File: config.mk
export PLATFORM = sky130hd
export DESIGN_NAME = riscv_id_top
export DESIGN_NICKNAME = d
export VERILOG_FILES = /design/src/riscv_id_pkg.sv /design/src/inst_decoder.sv /design/src/imm_gen.sv /design/src/operand_forward.sv /design/src/id_ex_reg.sv /design/src/riscv_id_top.sv
export SDC_FILE = /design/constraint.sdc
export NUM_CORES = 1
export LEC_CHECK = 0
export ABC_AREA = 0
export BUFFER_PORTS_ARGS = -buffer_cell sky130_fd_sc_hd__clkbuf_2
export CAP_MARGIN = 20
export CORE_ASPECT_RATIO = 0.6
export CORE_MARGIN = 3
export CORE_UTILIZATION = 38
export DETAILED_ROUTE_END_ITERATION = 6
export GPL_TIMING_DRIVEN = 0
export PLACE_DENSITY = 0.73
export SYNTH_ARGS = -nofsm -noshare
export SYNTH_HDL_FRONTEND = slang
export SYNTH_SLANG_ARGS = --single-unit
File: constraint.sdc
create_clock -name clk -period 1.6 [get_ports clk]
set_input_delay 0.24 -clock clk [delete_from_list [all_inputs] [get_ports clk]]
set_output_delay 0.24 -clock clk [all_outputs]
set_load 0.01 [all_outputs]
File: src/riscv_id_pkg.sv
package riscv_id_pkg;

    localparam int XLEN       = 32;
    localparam int REG_ADDR_W = 5;
    localparam int ALUOP_W    = 8;
    localparam int ALUSEL_W   = 3;

    // Major opcodes
    localparam logic [6:0] OPC_OP_IMM = 7'b0010011;
    localparam logic [6:0] OPC_OP     = 7'b0110011;
    localparam logic [6:0] OPC_LUI    = 7'b0110111;
    localparam logic [6:0] OPC_JAL    = 7'b1101111;
    localparam logic [6:0] OPC_JALR   = 7'b1100111;
    localparam logic [6:0] OPC_BRANCH = 7'b1100011;

    localparam logic [2:0] F3_ADD_SUB = 3'b000;
    localparam logic [2:0] F3_SLL     = 3'b001;
    localparam logic [2:0] F3_SLT     = 3'b010;
    localparam logic [2:0] F3_SLTU    = 3'b011;
    localparam logic [2:0] F3_XOR     = 3'b100;
    localparam logic [2:0] F3_SRL_SRA = 3'b101;
    localparam logic [2:0] F3_OR      = 3'b110;
    localparam logic [2:0] F3_AND     = 3'b111;

    localparam logic [2:0] F3_BEQ  = 3'b000;
    localparam logic [2:0] F3_BNE  = 3'b001;
    localparam logic [2:0] F3_BLT  = 3'b100;
    localparam logic [2:0] F3_BGE  = 3'b101;
    localparam logic [2:0] F3_BLTU = 3'b110;
    localparam logic [2:0] F3_BGEU = 3'b111;

    localparam logic [6:0] F7_BASE = 7'b0000000;
    localparam logic [6:0] F7_ALT  = 7'b0100000; // SUB and SRA

    localparam logic [ALUOP_W-1:0] ALUOP_NOP  = 8'h00;
    localparam logic [ALUOP_W-1:0] ALUOP_OR   = 8'h25;
    localparam logic [ALUOP_W-1:0] ALUOP_AND  = 8'h24;
    localparam logic [ALUOP_W-1:0] ALUOP_XOR  = 8'h26;
    localparam logic [ALUOP_W-1:0] ALUOP_SLT  = 8'h2a;
    localparam logic [ALUOP_W-1:0] ALUOP_SLTU = 8'h2b;
    localparam logic [ALUOP_W-1:0] ALUOP_SLL  = 8'h7c;
    localparam logic [ALUOP_W-1:0] ALUOP_SRL  = 8'h02;
    localparam logic [ALUOP_W-1:0] ALUOP_SRA  = 8'h03;
    localparam logic [ALUOP_W-1:0] ALUOP_ADD  = 8'h20;
    localparam logic [ALUOP_W-1:0] ALUOP_SUB  = 8'h22;
    localparam logic [ALUOP_W-1:0] ALUOP_LUI  = 8'h5c;
    localparam logic [ALUOP_W-1:0] ALUOP_JAL  = 8'h50;
    localparam logic [ALUOP_W-1:0] ALUOP_JALR = 8'h09;
    localparam logic [ALUOP_W-1:0] ALUOP_BEQ  = 8'h51;
    localparam logic [ALUOP_W-1:0] ALUOP_BNE  = 8'h52;
    localparam logic [ALUOP_W-1:0] ALUOP_BLT  = 8'h53;
    localparam logic [ALUOP_W-1:0] ALUOP_BGE  = 8'h54;
    localparam logic [ALUOP_W-1:0] ALUOP_BLTU = 8'h55;
    localparam logic [ALUOP_W-1:0] ALUOP_BGEU = 8'h56;

    localparam logic [ALUSEL_W-1:0] SEL_NOP         = 3'b000;
    localparam logic [ALUSEL_W-1:0] SEL_LOGIC       = 3'b001;
    localparam logic [ALUSEL_W-1:0] SEL_SHIFT       = 3'b010;
    localparam logic [ALUSEL_W-1:0] SEL_ARITH       = 3'b100;
    localparam logic [ALUSEL_W-1:0] SEL_JUMP_BRANCH = 3'b110;

    // Same instruction word, R-type and I-type field layouts
    typedef union packed {
        struct packed {
            logic [6:0]            funct7;
            logic [REG_ADDR_W-1:0] rs2;
            logic [REG_ADDR_W-1:0] rs1;
            logic [2:0]            funct3;
            logic [REG_ADDR_W-1:0] rd;
            logic [6:0]            opcode;
        } r;
        struct packed {
            logic [11:0]           imm12;
            logic [REG_ADDR_W-1:0] rs1;
            logic [2:0]            funct3;
            logic [REG_ADDR_W-1:0] rd;
            logic [6:0]            opcode;
        } i;
    } inst_u;

endpackage

File: src/inst_decoder.sv
`timescale 1ns/1ns

module inst_decoder (
    input  riscv_id_pkg::inst_u                       inst_i,
    output logic [riscv_id_pkg::ALUOP_W-1:0]          aluop_o,
    output logic [riscv_id_pkg::ALUSEL_W-1:0]         alusel_o,
    output logic [riscv_id_pkg::REG_ADDR_W-1:0]       wd_o,
    output logic                                      wreg_o,
    output logic                                      reg1_read_o,
    output logic                                      reg2_read_o,
    output logic [riscv_id_pkg::REG_ADDR_W-1:0]       reg1_addr_o,
    output logic [riscv_id_pkg::REG_ADDR_W-1:0]       reg2_addr_o
);
    import riscv_id_pkg::*;

    logic f7_ok;

    // Only SUB and SRA may carry the alternate funct7
    assign f7_ok = (inst_i.r.funct7 == F7_BASE) ||
                   ((inst_i.r.funct7 == F7_ALT) &&
                    ((inst_i.r.funct3 == F3_ADD_SUB) || (inst_i.r.funct3 == F3_SRL_SRA)));

    always_comb begin
        aluop_o     = ALUOP_NOP;
        alusel_o    = SEL_NOP;
        wd_o        = inst_i.r.rd;     // Fixed rd position
        wreg_o      = 1'b0;
        reg1_read_o = 1'b0;
        reg2_read_o = 1'b0;
        reg1_addr_o = inst_i.r.rs1;
        reg2_addr_o = inst_i.r.rs2;

        case (inst_i.r.opcode)
            OPC_OP_IMM: begin
                wreg_o      = 1'b1;
                reg1_read_o = 1'b1;
                case (inst_i.i.funct3)
                    F3_ADD_SUB: {aluop_o, alusel_o} = {ALUOP_ADD, SEL_ARITH};
                    F3_SLT:     {aluop_o, alusel_o} = {ALUOP_SLT, SEL_ARITH};
                    F3_SLTU:    {aluop_o, alusel_o} = {ALUOP_SLTU, SEL_ARITH};
                    F3_XOR:     {aluop_o, alusel_o} = {ALUOP_XOR, SEL_LOGIC};
                    F3_OR:      {aluop_o, alusel_o} = {ALUOP_OR, SEL_LOGIC};
                    F3_AND:     {aluop_o, alusel_o} = {ALUOP_AND, SEL_LOGIC};
                    F3_SLL:     {aluop_o, alusel_o} = {ALUOP_SLL, SEL_SHIFT};
                    F3_SRL_SRA: begin
                        alusel_o = SEL_SHIFT;
                        aluop_o  = inst_i.i.imm12[10] ? ALUOP_SRA : ALUOP_SRL; // imm[10] marks SRAI
                    end
                    default: ;
                endcase
            end
            OPC_OP: begin
                if (f7_ok) begin
                    wreg_o      = 1'b1;
                    reg1_read_o = 1'b1;
                    reg2_read_o = 1'b1;
                    case (inst_i.r.funct3)
                        F3_ADD_SUB: begin
                            alusel_o = SEL_ARITH;
                            aluop_o  = inst_i.r.funct7[5] ? ALUOP_SUB : ALUOP_ADD;
                        end
                        F3_SLT:     {aluop_o, alusel_o} = {ALUOP_SLT, SEL_ARITH};
                        F3_SLTU:    {aluop_o, alusel_o} = {ALUOP_SLTU, SEL_ARITH};
                        F3_XOR:     {aluop_o, alusel_o} = {ALUOP_XOR, SEL_LOGIC};
                        F3_OR:      {aluop_o, alusel_o} = {ALUOP_OR, SEL_LOGIC};
                        F3_AND:     {aluop_o, alusel_o} = {ALUOP_AND, SEL_LOGIC};
                        F3_SLL:     {aluop_o, alusel_o} = {ALUOP_SLL, SEL_SHIFT};
                        F3_SRL_SRA: begin
                            alusel_o = SEL_SHIFT;
                            aluop_o  = inst_i.r.funct7[5] ? ALUOP_SRA : ALUOP_SRL;
                        end
                        default: ;
                    endcase
                end
            end
            OPC_LUI: begin
                wreg_o               = 1'b1;
                {aluop_o, alusel_o}  = {ALUOP_LUI, SEL_LOGIC};
            end
            OPC_JAL: begin
                wreg_o               = 1'b1;
                {aluop_o, alusel_o}  = {ALUOP_JAL, SEL_JUMP_BRANCH};
            end
            OPC_JALR: begin
                wreg_o               = 1'b1;
                {aluop_o, alusel_o}  = {ALUOP_JALR, SEL_JUMP_BRANCH};
            end
            OPC_BRANCH: begin
                case (inst_i.r.funct3)
                    F3_BEQ:  aluop_o = ALUOP_BEQ;
                    F3_BNE:  aluop_o = ALUOP_BNE;
                    F3_BLT:  aluop_o = ALUOP_BLT;
                    F3_BGE:  aluop_o = ALUOP_BGE;
                    F3_BLTU: aluop_o = ALUOP_BLTU;
                    F3_BGEU: aluop_o = ALUOP_BGEU;
                    default: ;
                endcase
                if (aluop_o != ALUOP_NOP) begin // Funct3 010 and 011 stay a no-op
                    alusel_o    = SEL_JUMP_BRANCH;
                    reg1_read_o = 1'b1;
                    reg2_read_o = 1'b1;
                end
            end
            default: ;
        endcase
    end

endmodule

File: src/imm_gen.sv
`timescale 1ns/1ns

module imm_gen (
    input  riscv_id_pkg::inst_u               inst_i,
    input  logic [riscv_id_pkg::XLEN-1:0]     pc_i,
    output logic [riscv_id_pkg::XLEN-1:0]     imm_o,
    output logic [riscv_id_pkg::XLEN-1:0]     link_addr_o,
    output logic [11:0]                       branch_offset_o
);
    import riscv_id_pkg::*;

    logic is_shift;

    assign is_shift = (inst_i.i.funct3 == F3_SLL) || (inst_i.i.funct3 == F3_SRL_SRA);

    always_comb begin
        imm_o       = '0;
        link_addr_o = '0;
        case (inst_i.i.opcode)
            OPC_OP_IMM: begin
                if (is_shift) begin
                    imm_o = {{(XLEN-5){1'b0}}, inst_i.i.imm12[4:0]}; // Shamt only
                end else begin
                    imm_o = {{(XLEN-12){inst_i.i.imm12[11]}}, inst_i.i.imm12};
                end
            end
            OPC_LUI:  imm_o = {inst_i.i.imm12, inst_i.i.rs1, inst_i.i.funct3, 12'h000};
            OPC_JAL:  link_addr_o = pc_i + XLEN'(4);
            OPC_JALR: link_addr_o = pc_i + XLEN'(4);
            default: ;
        endcase
    end

    // B-format bits 31, 7, 30:25, 11:8
    assign branch_offset_o = {inst_i.r.funct7[6], inst_i.r.rd[0],
                              inst_i.r.funct7[5:0], inst_i.r.rd[4:1]};

endmodule

File: src/operand_forward.sv
`timescale 1ns/1ns

module operand_forward (
    input  logic                                  read_i,
    input  logic [riscv_id_pkg::REG_ADDR_W-1:0]   addr_i,
    input  logic [riscv_id_pkg::XLEN-1:0]         rf_data_i,
    input  logic                                  ex_wreg_i,
    input  logic [riscv_id_pkg::REG_ADDR_W-1:0]   ex_wd_i,
    input  logic [riscv_id_pkg::XLEN-1:0]         ex_wdata_i,
    input  logic                                  mem_wreg_i,
    input  logic [riscv_id_pkg::REG_ADDR_W-1:0]   mem_wd_i,
    input  logic [riscv_id_pkg::XLEN-1:0]         mem_wdata_i,
    input  logic [riscv_id_pkg::XLEN-1:0]         imm_i,
    output logic [riscv_id_pkg::XLEN-1:0]         operand_o
);
    import riscv_id_pkg::*;

    always_comb begin
        if (!read_i) begin
            operand_o = imm_i;
        end else if (ex_wreg_i && (ex_wd_i == addr_i)) begin
            operand_o = ex_wdata_i;    // Youngest result wins
        end else if (mem_wreg_i && (mem_wd_i == addr_i)) begin
            operand_o = mem_wdata_i;
        end else begin
            operand_o = rf_data_i;
        end
    end

endmodule

File: src/id_ex_reg.sv
`timescale 1ns/1ns

module id_ex_reg (
    input  logic                                  clk,
    input  logic                                  rst_n_i,
    input  logic [riscv_id_pkg::ALUOP_W-1:0]      aluop_i,
    input  logic [riscv_id_pkg::ALUSEL_W-1:0]     alusel_i,
    input  logic [riscv_id_pkg::REG_ADDR_W-1:0]   wd_i,
    input  logic                                  wreg_i,
    input  logic [riscv_id_pkg::XLEN-1:0]         reg1_i,
    input  logic [riscv_id_pkg::XLEN-1:0]         reg2_i,
    input  logic [riscv_id_pkg::XLEN-1:0]         link_addr_i,
    input  logic [11:0]                           branch_offset_i,
    output logic [riscv_id_pkg::ALUOP_W-1:0]      aluop_o,
    output logic [riscv_id_pkg::ALUSEL_W-1:0]     alusel_o,
    output logic [riscv_id_pkg::REG_ADDR_W-1:0]   wd_o,
    output logic                                  wreg_o,
    output logic [riscv_id_pkg::XLEN-1:0]         reg1_o,
    output logic [riscv_id_pkg::XLEN-1:0]         reg2_o,
    output logic [riscv_id_pkg::XLEN-1:0]         link_addr_o,
    output logic [11:0]                           branch_offset_o
);
    import riscv_id_pkg::*;

    always_ff @(posedge clk) begin
        if (!rst_n_i) begin
            aluop_o         <= ALUOP_NOP;  // Bubble into execute
            alusel_o        <= SEL_NOP;
            wd_o            <= '0;
            wreg_o          <= 1'b0;
            reg1_o          <= '0;
            reg2_o          <= '0;
            link_addr_o     <= '0;
            branch_offset_o <= '0;
        end else begin
            aluop_o         <= aluop_i;
            alusel_o        <= alusel_i;
            wd_o            <= wd_i;
            wreg_o          <= wreg_i;
            reg1_o          <= reg1_i;
            reg2_o          <= reg2_i;
            link_addr_o     <= link_addr_i;
            branch_offset_o <= branch_offset_i;
        end
    end

endmodule

File: src/riscv_id_top.sv
`timescale 1ns/1ns

module riscv_id_top (
    input  logic                                  clk,
    input  logic                                  rst_n_i,
    input  logic [riscv_id_pkg::XLEN-1:0]         inst_i,
    input  logic [riscv_id_pkg::XLEN-1:0]         pc_i,
    input  logic [riscv_id_pkg::XLEN-1:0]         reg1_data_i,
    input  logic [riscv_id_pkg::XLEN-1:0]         reg2_data_i,
    input  logic                                  ex_wreg_i,
    input  logic [riscv_id_pkg::REG_ADDR_W-1:0]   ex_wd_i,
    input  logic [riscv_id_pkg::XLEN-1:0]         ex_wdata_i,
    input  logic                                  mem_wreg_i,
    input  logic [riscv_id_pkg::REG_ADDR_W-1:0]   mem_wd_i,
    input  logic [riscv_id_pkg::XLEN-1:0]         mem_wdata_i,
    output logic                                  reg1_read_o,
    output logic                                  reg2_read_o,
    output logic [riscv_id_pkg::REG_ADDR_W-1:0]   reg1_addr_o,
    output logic [riscv_id_pkg::REG_ADDR_W-1:0]   reg2_addr_o,
    output logic [riscv_id_pkg::ALUOP_W-1:0]      aluop_o,
    output logic [riscv_id_pkg::ALUSEL_W-1:0]     alusel_o,
    output logic [riscv_id_pkg::REG_ADDR_W-1:0]   wd_o,
    output logic                                  wreg_o,
    output logic [riscv_id_pkg::XLEN-1:0]         reg1_o,
    output logic [riscv_id_pkg::XLEN-1:0]         reg2_o,
    output logic [riscv_id_pkg::XLEN-1:0]         link_addr_o,
    output logic [11:0]                           branch_offset_o
);
    import riscv_id_pkg::*;

    logic [ALUOP_W-1:0]    dec_aluop;
    logic [ALUSEL_W-1:0]   dec_alusel;
    logic [REG_ADDR_W-1:0] dec_wd;
    logic                  dec_wreg;
    logic [XLEN-1:0]       imm;
    logic [XLEN-1:0]       link_addr;
    logic [11:0]           branch_offset;
    logic [XLEN-1:0]       reg1_fwd;
    logic [XLEN-1:0]       reg2_fwd;

    inst_decoder u_decoder (
        .inst_i(inst_i), .aluop_o(dec_aluop), .alusel_o(dec_alusel),
        .wd_o(dec_wd), .wreg_o(dec_wreg),
        .reg1_read_o(reg1_read_o), .reg2_read_o(reg2_read_o),
        .reg1_addr_o(reg1_addr_o), .reg2_addr_o(reg2_addr_o)
    );

    imm_gen u_imm_gen (
        .inst_i(inst_i), .pc_i(pc_i), .imm_o(imm),
        .link_addr_o(link_addr), .branch_offset_o(branch_offset)
    );

    operand_forward u_fwd_rs1 (
        .read_i(reg1_read_o), .addr_i(reg1_addr_o), .rf_data_i(reg1_data_i),
        .ex_wreg_i(ex_wreg_i), .ex_wd_i(ex_wd_i), .ex_wdata_i(ex_wdata_i),
        .mem_wreg_i(mem_wreg_i), .mem_wd_i(mem_wd_i), .mem_wdata_i(mem_wdata_i),
        .imm_i(imm), .operand_o(reg1_fwd)
    );

    operand_forward u_fwd_rs2 (
        .read_i(reg2_read_o), .addr_i(reg2_addr_o), .rf_data_i(reg2_data_i),
        .ex_wreg_i(ex_wreg_i), .ex_wd_i(ex_wd_i), .ex_wdata_i(ex_wdata_i),
        .mem_wreg_i(mem_wreg_i), .mem_wd_i(mem_wd_i), .mem_wdata_i(mem_wdata_i),
        .imm_i(imm), .operand_o(reg2_fwd)
    );

    id_ex_reg u_id_ex (
        .clk(clk), .rst_n_i(rst_n_i),
        .aluop_i(dec_aluop), .alusel_i(dec_alusel), .wd_i(dec_wd), .wreg_i(dec_wreg),
        .reg1_i(reg1_fwd), .reg2_i(reg2_fwd),
        .link_addr_i(link_addr), .branch_offset_i(branch_offset),
        .aluop_o(aluop_o), .alusel_o(alusel_o), .wd_o(wd_o), .wreg_o(wreg_o),
        .reg1_o(reg1_o), .reg2_o(reg2_o),
        .link_addr_o(link_addr_o), .branch_offset_o(branch_offset_o)
    );

endmodule

* Yosys cells after proc, flatten, opt, wreduce, memory -nomap -nowiden
Cells that the tools add are included.
Storage, ports and cells: register bits 125, latch bits 0, RAM bits 0, memory bits (read-only) 0, output and inout port bits 137, memories 0
Cells by class: add/subtract/negate cells 1, multipliers 0, div/mod/pow operators 0, magnitude comparators 0, equal/unequal tests 18, shifts and indexed selects 0, muxes and demuxes 25, bitwise operators 0, reduce and logical (&&, ||, !) cells 17
Operators with widths (number):
- 2-to-1 mux 32 bit | 7
- case mux 8 bit (8 select lines) | 2
- case mux 32 bit (2 select lines) | 1
- case mux 8 bit (6 select lines) | 1
- case mux 7 bit (6 select lines) | 1
- adder 32 x 3 -> 32 bit, second input constant | 1
- equality test 7 x 6 -> 1 bit, second input constant | 3
- equality test 7 bit, second input constant | 3
- equality test 5 bit | 4
- 2-to-1 mux 8 bit | 2
- case mux 3 bit (5 select lines) | 1
- equality test 3 bit, second input constant | 4
- case mux 3 bit (3 select lines) | 1
- nonzero test 8 bit | 1
- equality test 7 x 5 -> 1 bit, second input constant | 1
- zero test 7 bit | 1
- equality test 3 x 2 -> 1 bit, second input constant | 2
- 2-to-1 mux 3 bit | 2
- OR reduction 3 bit | 2
- logical AND 1 bit | 5
- case mux 1 bit (2 select lines) | 2
- OR reduction 2 bit | 2
- OR reduction 4 bit | 1
- equality test 3 x 1 -> 1 bit, second input constant | 1
- 6 further kinds | 10

* Logic depth before layout (Yosys ltp)
Gate-level depths: netlist of the first run.
depth in word-level cells 7, mapped depth 8, gate-level depth less buffers 6

* Modules after synthesis
From an unflattened synthesis of the first run, not the netlist that was laid out.
Unflattened totals: cell total of the unflattened synthesis 847, area, all modules 7668.6 um^2
By module, submodules not included:
- id_ex_reg | instances 1, cells an instance 263, area an instance 3387.0 um^2, seq. area each 2502.4 um^2
- operand_forward | instances 2, cells an instance 161, area an instance 1298.7 um^2, seq. area each 0.0 um^2
- imm_gen | instances 1, cells an instance 185, area an instance 1163.6 um^2, seq. area each 0.0 um^2
- inst_decoder | instances 1, cells an instance 77, area an instance 520.5 um^2, seq. area each 0.0 um^2

* Worst setup path before layout of the first run
Ideal clock, no wire load.
path kind input-to-output, start point input inst_i[25] (netlist name), end point output reg1_read_o, arrival time 1.375 ns, setup slack -0.015 ns, cell stages on the path 5, buffers on the path 1, cell sequence nor4_4 > nand3_1 > o21ai_2 > clkbuf_1 > and2_1
On the way: word-level cells in the longest chain between the ends 5
Ends and longest elaborated chain:
- from (decl) | line riscv_id_top.sv:6 | input logic [riscv_id_pkg::XLEN-1:0] inst_i,
- equality test 7 x 6 -> 1 bit | line inst_decoder.sv:20 | ((inst_i.r.funct7 == F7_ALT) &&
- logical AND 1 bit | line inst_decoder.sv:20
- logical OR 1 bit * | line inst_decoder.sv:19 | assign f7_ok = (inst_i.r.funct7 == F7_BASE) ||
- 2-to-1 mux 1 bit * | line inst_decoder.sv:53 | if (f7_ok) begin
- case mux 1 bit (3 select lines) * | line inst_decoder.sv:33 | case (inst_i.r.opcode)
- to (decl) | line riscv_id_top.sv:16 | output logic reg1_read_o,
Every way passes the cells marked *; elsewhere a longest branch is shown, timed or not.

* Worst setup path after layout of the first run
start point input inst_i[13] (netlist name), end point output reg1_read_o
On the way: word-level cells in the longest chain between the ends 6
Ends and longest elaborated chain:
- equality test 3 bit (tied with other cells) | line inst_decoder.sv:89 | case (inst_i.r.funct3)
- case mux 7 bit (6 select lines) / logical OR 1 bit (equally long branches) | line inst_decoder.sv:89, inst_decoder.sv:21
- 2-to-1 mux 8 bit / logical AND 1 bit (equally long branches) | line inst_decoder.sv:33, inst_decoder.sv:20
- nonzero test 8 bit / logical OR 1 bit (equally long branches) | line inst_decoder.sv:98, inst_decoder.sv:19
- 2-to-1 mux 1 bit (on tied branches) | line inst_decoder.sv:98, inst_decoder.sv:53
- case mux 1 bit (3 select lines) * | line inst_decoder.sv:33
Every way passes the cells marked *; elsewhere a longest branch is shown, timed or not. The select of a mux whose other input is x is not followed.

==> results.toml, run 1 <==
[sta]
setup_violations = 2
fmax_ghz = 0.6109
slew_viol_final = 0
postLayoutSetupSlackWorst_ns = -0.03690
rsz0062_at_grt = "yes"
period_minus_slack_ns = 1.637
hold_viol = 0
worst_slew_pin_slew_ns = 0.6435
fin_crit_sh = 1.023
slew_headroom = 0.5681

[yosys]
synth.distinct_cells = 55
synth_ff_type = "dfxtp_1"
synth.avg_cell_area_um2 = 8.176
synth_seq_cells = 118
synth_area_um2 = 6271
syn_nets = 974
synth-seq-area-share = 0.3767
synth_edf_count = 0
syn-instance-count = 767
yosysWarnings = 0
async_reset_ff_frac = 0

[setup_path]
required_ns = 1.36
path_cells = "clkbuf_2, buf_2, nand2b_4, a21oi_1, o21ai_2, clkbuf_8, and2_4, buf_6"
critPathMaxFanout = 10
slowest_stage = "buf_2"
path_class = "in2out"
end_kind = "output port"
arrival_ns = 1.40
max_stage_delay_ns = 0.24
startpoint_type = "input pin"
startpoint = "inst_i[13]"
setup.worst_path.end = "reg1_read_o"

[min_path]
hp-start = "inst_i[7]"
holdCritPathClass = "in2reg"

[layout]
synthToLayoutAreaGrowth_pct = 49.02
drive_gt1_frac = 0.4132
antenna_cells = 0
fin_area_um2 = 9345
final_common_cell = "clkbuf_2"
final_cell_mix = "clkbuf_2 (345), dfxtp_1 (118), nand2_1 (63)"
final_cells = 1355
nets = 1346

[run]
drv_cap = 0

[routing]
drc = 0
dr.pass1.iters = 5
ant_nets = 0
vias = 7760
wl_per_cell_um = 20.77
drt-initial-drc-count = 774
via_per_inst = 5.727
wl_mm = 28.14

[pwr]
pwr-share-clk = 0.516
power.leakage_nw = 4.306
power_density_nw_per_um2 = 917.8
internal_power_mw = 6.436
fin_total_pwr_mw = 8.577
comb_power_share = 0.137
p_seq_frac = 0.347
ir_drop_v = 0.0006351
p_sw_mw = 2.141
swShare = 0.2496

[place]
place.port_buffers = 340
gp_congestion = 0.9753
placed_cells = 1310
dpl.hpwl_mm = 21.90
place_area_um2 = 8228

[global_route]
grt_pass1_wl_mm = 41.26
antenna_found_initial = 0
overflow = 0
grt_use_total = 0.2974
grt_pass1_vias = 7379
grt_max_degree = 17

[clock_tree]
cts_tree = "yes"
cts-root-buf = "clkbuf_16"
cts_max_path_buffers = 2
clk_pin_slew_ns = 0.06
cts_max_level = 4
cts_num_sinks = 118
cts_inserted_buffers = 17

[floorplanning]
core_area_um2 = 15770
num_rows = 35
dieWidth_um = 171.8
die_h_um = 105.5
initial_core_util = 0.3978
dieArea_um2 = 18130
ios = 343

[status]
outcome = "finished, violations left"
violations = "negative setup slack"
## routing by layer
metal,GRT usage,wire (um),vias up
li1,-,-,3533
met1,0.3985,11480,3601
met5,0,0,-
met4,0.09055,856,0
met2,0.4472,11990,558
met3,0.1079,3817,68
## synth_stat cells (3+ instances only)
cell type | count | area (um2)
a221oi_1 | 6 | 52.55
and3b_1 | 3 | 26.28
xor2_1 | 28 | 245.2
inv_1 | 6 | 22.52
nor2_1 | 64 | 240.2
mux2i_1 | 31 | 310.3
nand2_1 | 66 | 247.7
a2bb2oi_1 | 4 | 35.03
buf_4 | 19 | 142.6
nor3_1 | 29 | 145.1
dfxtp_1 | 118 | 2362
o211ai_1 | 20 | 150.1
o21ai_0 | 31 | 155.2
a211oi_1 | 14 | 105.1
or3_1 | 4 | 25.02
o21a_1 | 4 | 30.03
nand4_1 | 55 | 344.1
o31ai_1 | 9 | 67.56
nand3_1 | 27 | 135.1
and3_1 | 18 | 112.6
buf_2 | 15 | 75.07
a22oi_1 | 4 | 30.03
nand2b_1 | 4 | 25.02
xnor2_1 | 20 | 175.2
a21oi_1 | 28 | 140.1
and4_1 | 7 | 61.31
a21boi_0 | 3 | 22.52
and2_1 | 18 | 112.6
clkbuf_1 | 43 | 161.4
a21o_1 | 18 | 135.1
a31oi_1 | 26 | 162.7
## final cells by class
cell class,instances,area [um2]
multi-input combinational,564,3707
timing repair buffer,355,1886
inverter,6,25.02
fill,1484,6420
sequential,118,2362
clock inverter,12,225.2
clock buffer,20,446.7
buffer,77,439.2
tap,203,254.0
## cells by family (layout without fill, tap and decap cells)
logic type,count (synthesis),count (layout),share of synthesized area
flip-flops,118,118,0.3767
AO/OA/AOI/OAI,177,177,0.1856
adder cells (fa/ha/maj),1,1,0.001995
AND/OR/NAND/NOR,306,306,0.2522
other,1,1,0.0005980
buffers and inverters,85,470,0.06644
XOR/XNOR,48,48,0.06704
multiplexers,31,31,0.04948
## flip-flops by register name (all words and copies together), names as in the netlist
signal / flops
u_id_ex.reg1_o: 32
u_id_ex.branch_offset_o: 8
u_id_ex.aluop_o: 6
u_id_ex.wreg_o: 1
u_id_ex.alusel_o: 3
u_id_ex.wd_o: 4
u_id_ex.reg2_o: 32
u_id_ex.link_addr_o: 32
## worst min-delay path by stage
stage                                   to  cells after the start
global placement    u_id_ex.link_addr_o[2]                      2
floorplan           u_id_ex.link_addr_o[2]                      1
CTS                        u_id_ex.wd_o[3]                      2
global route               u_id_ex.wd_o[1]                      2
detailed placement         u_id_ex.wd_o[0]                      2
finish                     u_id_ex.wd_o[0]                      2
## per-stage QoR
stage               worst slack, ns  hold WS, ns   TNS, ns  utilization
detailed placement          -0.7365       0.4527    -47.21       0.5219
global placement            -0.7138       0.4461    -44.53       0.5219
finish                     -0.03690      0.04222  -0.04420       0.5928
CTS                        -0.08308      0.03247   -0.1606       0.5792
floorplan                   0.01792       0.3124         0            -
global route               -0.08894      0.03864   -0.1919       0.5928
## critical path: cells and delay by family
family / cells / cell delay [ns]
AOI/OAI and AO/OA: 2 / 0.29
buffers and inverters: 4 / 0.61
and+or+nand+nor: 2 / 0.26
## repair_timing
| item | in CTS | in global routing |
|---|---|---|
| hold buffers | 0 | 0 |
| gates resized for setup | 41 | 70 |
| pin swaps | 5 | 7 |
| endpoints found under the hold margin | 0 | 0 |
| buffers inserted | 7 | 8 |
| endpoints found under the setup margin | 67 | 65 |
## power by group through the flow
stage               registers, mW  logic (mW)  clock network [mW]
floorplan                    3.05       0.457                   0
global placement             3.04        1.02                   0
detailed placement           3.04        1.03                   0
CTS                          2.97        1.09                4.47
global route                 2.98        1.26                4.62
finish                       2.97        1.17                4.43
(Power assumes the default switching activity.)
==> inputs of run 2 (changes only) <==
--- a/config.mk
+++ b/config.mk
@@ -10,10 +10,10 @@
 export CAP_MARGIN = 20
 export CORE_ASPECT_RATIO = 0.6
 export CORE_MARGIN = 3
-export CORE_UTILIZATION = 38
+export CORE_UTILIZATION = 41
 export DETAILED_ROUTE_END_ITERATION = 6
 export GPL_TIMING_DRIVEN = 0
-export PLACE_DENSITY = 0.73
+export PLACE_DENSITY = 0.78
 export SYNTH_ARGS = -nofsm -noshare
 export SYNTH_HDL_FRONTEND = slang
 export SYNTH_SLANG_ARGS = --single-unit
==> results.toml, run 2 (synthesis results as in run 1) <==
[status]
outcome = "finished, violations left"
violations = "negative setup slack"

[layout]
nets = 1343
antenna_cells = 0
seq_area_um2 = 2362
fin_util = 0.6208
final_common_cell = "clkbuf_2"
drive_gt1_frac = 0.4125
fill_cells = 1359
final_cell_mix = "clkbuf_2 (349), dfxtp_1 (118), nand2_1 (63)"
multiInputGateArea_um2 = 3684
synthToLayoutAreaGrowth_pct = 45.71
fin_area_um2 = 9138
top_regs = "u_id_ex.link_addr_o (32), u_id_ex.reg1_o (32), u_id_ex.reg2_o (32)"

[clock_tree]
cts_inserted_buffers = 17
cts_max_level = 4
cts_max_path_buffers = 2
cts_num_sinks = 118
cts_tree = "yes"
cts-root-buf = "clkbuf_16"
clk_pin_slew_ns = 0.06

[pwr]
power.leakage_nw = 4.201
power_density_nw_per_um2 = 841.1
fin_total_pwr_mw = 7.686
ir_drop_v = 0.0005629

[floorplanning]
num_rows = 34
ios = 343
initial_core_util = 0.4260
dieArea_um2 = 16860
core_area_um2 = 14720
dieWidth_um = 165.7
die_h_um = 101.8

[place]
dpl.hpwl_mm = 21.52
pre_cts_ws_ns = -0.7593
place.port_buffers = 340
gp_congestion = 0.9639
place_area_um2 = 8222

[routing]
via_per_inst = 5.744
ant_nets = 0
wl_per_cell_um = 20.63
wl_mm = 27.79
drc = 0
drt-initial-drc-count = 802
vias = 7737
dr.pass1.iters = 5

[global_route]
overflow = 0
grt_use_total = 0.3122
antenna_found_initial = 0
grt_pass1_vias = 7159
grt_pass1_wl_mm = 41.06
grt_max_degree = 20

[sta]
fmax_ghz = 0.6200
worst_slew_pin_slew_ns = 0.7000
slew_viol_final = 0
hold-worst-slack_ns = 0.03930
fin_crit_sh = 1.008
rsz0062_at_grt = "yes"
period_minus_slack_ns = 1.613
hold_viol = 0
slew_headroom = 0.5284
setup_violations = 1
postLayoutSetupSlackWorst_ns = -0.01297

[min_path]
hold_depth = 2
hp-start = "inst_i[9]"
whs_endpoint = "u_id_ex.wd_o[2]"
holdCritPathClass = "in2reg"

[setup_path]
end_kind = "output port"
required_ns = 1.36
arrival_ns = 1.37
startpoint_type = "input pin"
path_class = "in2out"
critPathMaxFanout = 4

[run]
drv_cap = 0
-- run 2: cell types whose count changed in the layout (fill, tap and decap cells not counted), sizes merged --
cell / change
clkinvlp: +4
bufinv: -6
clkbuf: +3
inv: +4
buf: -8
-- run 2: what timing repair did --
item	in CTS	in global routing
buffers inserted	8	4
hold endpoints to repair	0	0
setup endpoints to repair	61	75
cloned	0	0
pin swaps	6	6
resized for setup	35	69
hold buffers	0	0
-- run 2: power breakdown --
group / switching (mW) / internal [mW] / total, mW / leakage, nW
sequential: 0.00947 / 2.96 / 2.97 / 0.954
combinational: 0.667 / 0.489 / 1.16 / 2.99
clock: 1.52 / 2.03 / 3.56 / 0.259
-- run 2: stage by stage --
| step | setup TNS (ns) | instances |
|---|---|---|
| final | -0.01297 | 1347 |
| after global routing | -0.1324 | 1347 |
| after CTS | -0.07176 | 1344 |
| after detailed placement | -45.99 | 1305 |
| after global placement | -43.60 | 1305 |
| after floorplan | 0 | 767 |
-- run 2: layer usage --
layer,track usage,vias up,share of wire
li1,-,3534,-
met1,0.4145,3550,0.41
met2,0.4728,566,0.42
met3,0.1162,87,0.13
met4,0.1054,0,0.037
met5,0,-,0
-- run 2: area by class of cell --
class	count	area share
Multi-Input combinational cell	564	0.4031
Sequential cell	118	0.2585
Timing Repair Buffer	352	0.2006
Buffer	77	0.04888
Clock buffer	18	0.04806
Tap cell	198	0.02711
Clock inverter	14	0.01123
Inverter	6	0.002465
-- run 2: how the worst max path moves through the flow --
| stage | from | end | slack, ns | cells after the start |
|---|---|---|---|---|
| finish | inst_i[26] | reg1_read_o | -0.01 | 7 |
| global route | inst_i[26] | reg1_read_o | -0.07 | 7 |
| CTS | inst_i[28] | reg1_read_o | -0.07 | 7 |
| detailed placement | inst_i[17] | u_id_ex.reg1_o[27] | -0.76 | 7 |
| global placement | inst_i[17] | u_id_ex.reg1_o[22] | -0.73 | 7 |
| floorplan | ex_wd_i[2] | u_id_ex.reg1_o[21] | 0.02 | 6 |
-- run 2: critical path: stages --
cell and delay [ns]:
buf_12 0.12, nor4_4 0.31, nand3_2 0.15, o21ai_2 0.17, clkbuf_8 0.15, and2_4 0.13
buf_6 0.10
==> inputs of run 3 (changes only) <==
--- a/config.mk
+++ b/config.mk
@@ -10,10 +10,10 @@
 export CAP_MARGIN = 20
 export CORE_ASPECT_RATIO = 0.6
 export CORE_MARGIN = 3
-export CORE_UTILIZATION = 41
+export CORE_UTILIZATION = 40
 export DETAILED_ROUTE_END_ITERATION = 6
 export GPL_TIMING_DRIVEN = 0
-export PLACE_DENSITY = 0.78
+export PLACE_DENSITY = 0.76
 export SYNTH_ARGS = -nofsm -noshare
 export SYNTH_HDL_FRONTEND = slang
 export SYNTH_SLANG_ARGS = --single-unit
==> results.toml, run 3 (synthesis results as in run 1) <==
[setup_path]
startpoint_type = "input pin"
cpMostUsedCell = "clkbuf_2"
max_stage_delay_ns = 0.23
startpoint = "inst_i[25]"
setup.worst_path.end = "reg2_read_o"
path_class = "in2out"
path_cells = "clkbuf_2, nor4_4, nand3_2, o21ai_2, nand2_2, inv_2, clkbuf_2"
slowest_stage = "o21ai_2"
critPathMaxFanout = 5
required_ns = 1.36
end_kind = "output port"
arrival_ns = 1.36

[clock_tree]
cts_inserted_buffers = 17
clk_pin_slew_ns = 0.05
cts_num_sinks = 118
cts_tree = "yes"
postCtsHoldBufs = 0
cts_max_level = 4
cts-root-buf = "clkbuf_16"
cts_max_path_buffers = 2

[routing]
dr.pass1.iters = 6
vias = 7838
drt-initial-drc-count = 685
ant_nets = 0
via_per_inst = 5.785
wl_mm = 28.72
wl_per_cell_um = 21.19
drc = 0

[floorplanning]
num_rows = 34
dieWidth_um = 167.6
core_area_um2 = 14890
ios = 343
dieArea_um2 = 17260
die_h_um = 103.0
initial_core_util = 0.4212

[sta]
slew_headroom = 0.5549
period_minus_slack_ns = 1.596
hold-worst-slack_ns = 0.03583
postLayoutSetupSlackWorst_ns = 0.003845
worst_slew_pin_slew_ns = 0.6676
fmax_ghz = 0.6265
setup_violations = 0
hold_viol = 0
rsz0062_at_grt = "yes"
slew_viol_final = 0
fin_crit_sh = 0.9976

[layout]
antenna_cells = 0
final_cells = 1355
final_cell_mix = "clkbuf_2 (343), dfxtp_1 (118), nand2_1 (63)"
synthToLayoutAreaGrowth_pct = 47.67
final_common_cell = "clkbuf_2"
top_regs = "u_id_ex.link_addr_o (32), u_id_ex.reg1_o (32), u_id_ex.reg2_o (32)"
fill_cells = 1349
fin_area_um2 = 9260
drive_gt1_frac = 0.4131
nets = 1351

[global_route]
grtUsageMet1 = 0.4277
grt_pass1_vias = 7308
grt_pass1_wl_mm = 41.83
grt-busiest-layer = "met2"
grt_max_degree = 17
grt_use_total = 0.3153
use_met3 = 0.09425
antenna_found_initial = 0
overflow = 0
grt_util_met2 = 0.4773

[place]
dpl.hpwl_mm = 21.89
placed_cells = 1305
pre_cts_ws_ns = -0.7859
gp_congestion = 1.018
place.port_buffers = 340
place_area_um2 = 8222

[min_path]
hold_depth = 2
holdCritPathClass = "in2reg"

[pwr]
power.leakage_nw = 4.247
ir_drop_v = 0.0004537
fin_total_pwr_mw = 7.884
power_density_nw_per_um2 = 851.4

[run]
drv_cap = 0

[status]
outcome = "complete, no violations"
run 3: cell type report:
class / count / area (um2) / area share
clock inverter: 13 / 126.4 / 0.01365
clock buffer: 19 / 442.9 / 0.04783
buffer: 77 / 437.9 / 0.04729
tap: 198 / 247.7 / 0.02675
sequential: 118 / 2362 / 0.2551
multi-input combinational: 564 / 3692 / 0.3987
timing repair buffer: 360 / 1928 / 0.2082
inverter: 6 / 22.52 / 0.002432
run 3: power breakdown:
part,leakage [nW],internal [mW],switching [mW]
clock network,0.266,2.19,1.52
registers,0.954,2.96,0.00927
logic,3.03,0.513,0.686
run 3: worst min path at each step:
stage / end / from / slack [ns]
floorplan: u_id_ex.link_addr_o[2] / pc_i[2] / 0.31
global placement: u_id_ex.link_addr_o[2] / pc_i[2] / 0.45
detailed placement: u_id_ex.link_addr_o[2] / pc_i[2] / 0.46
CTS: u_id_ex.link_addr_o[2] / pc_i[2] / 0.02
global route: u_id_ex.link_addr_o[2] / pc_i[2] / 0.05
finish: u_id_ex.link_addr_o[2] / pc_i[2] / 0.04
run 3: critical path, delay by kind of cell:
family	cells	cell delay, ns
and+or+nand+nor	3	0.47
buffers and inverters	3	0.42
AOI/OAI and AO/OA	1	0.23
run 3: layer usage:
metal	up-vias	part of all wire
li1	3544	-
met1	3605	0.42
met2	590	0.42
met3	99	0.12
met4	0	0.038
met5	-	0
run 3: stage by stage:
step                      TNS (ns)  utilization
final                            0       0.6219
after global routing       -0.1937       0.6219
after CTS                 -0.06335       0.6069
after detailed placement    -47.61       0.5522
after global placement      -46.31       0.5522
after floorplan                  0            -
run 3: repair_timing:
item	CTS	global route
setup buffers	12	8
gates resized for setup	40	57
pin swaps	7	10
endpoints found under the setup margin	62	77
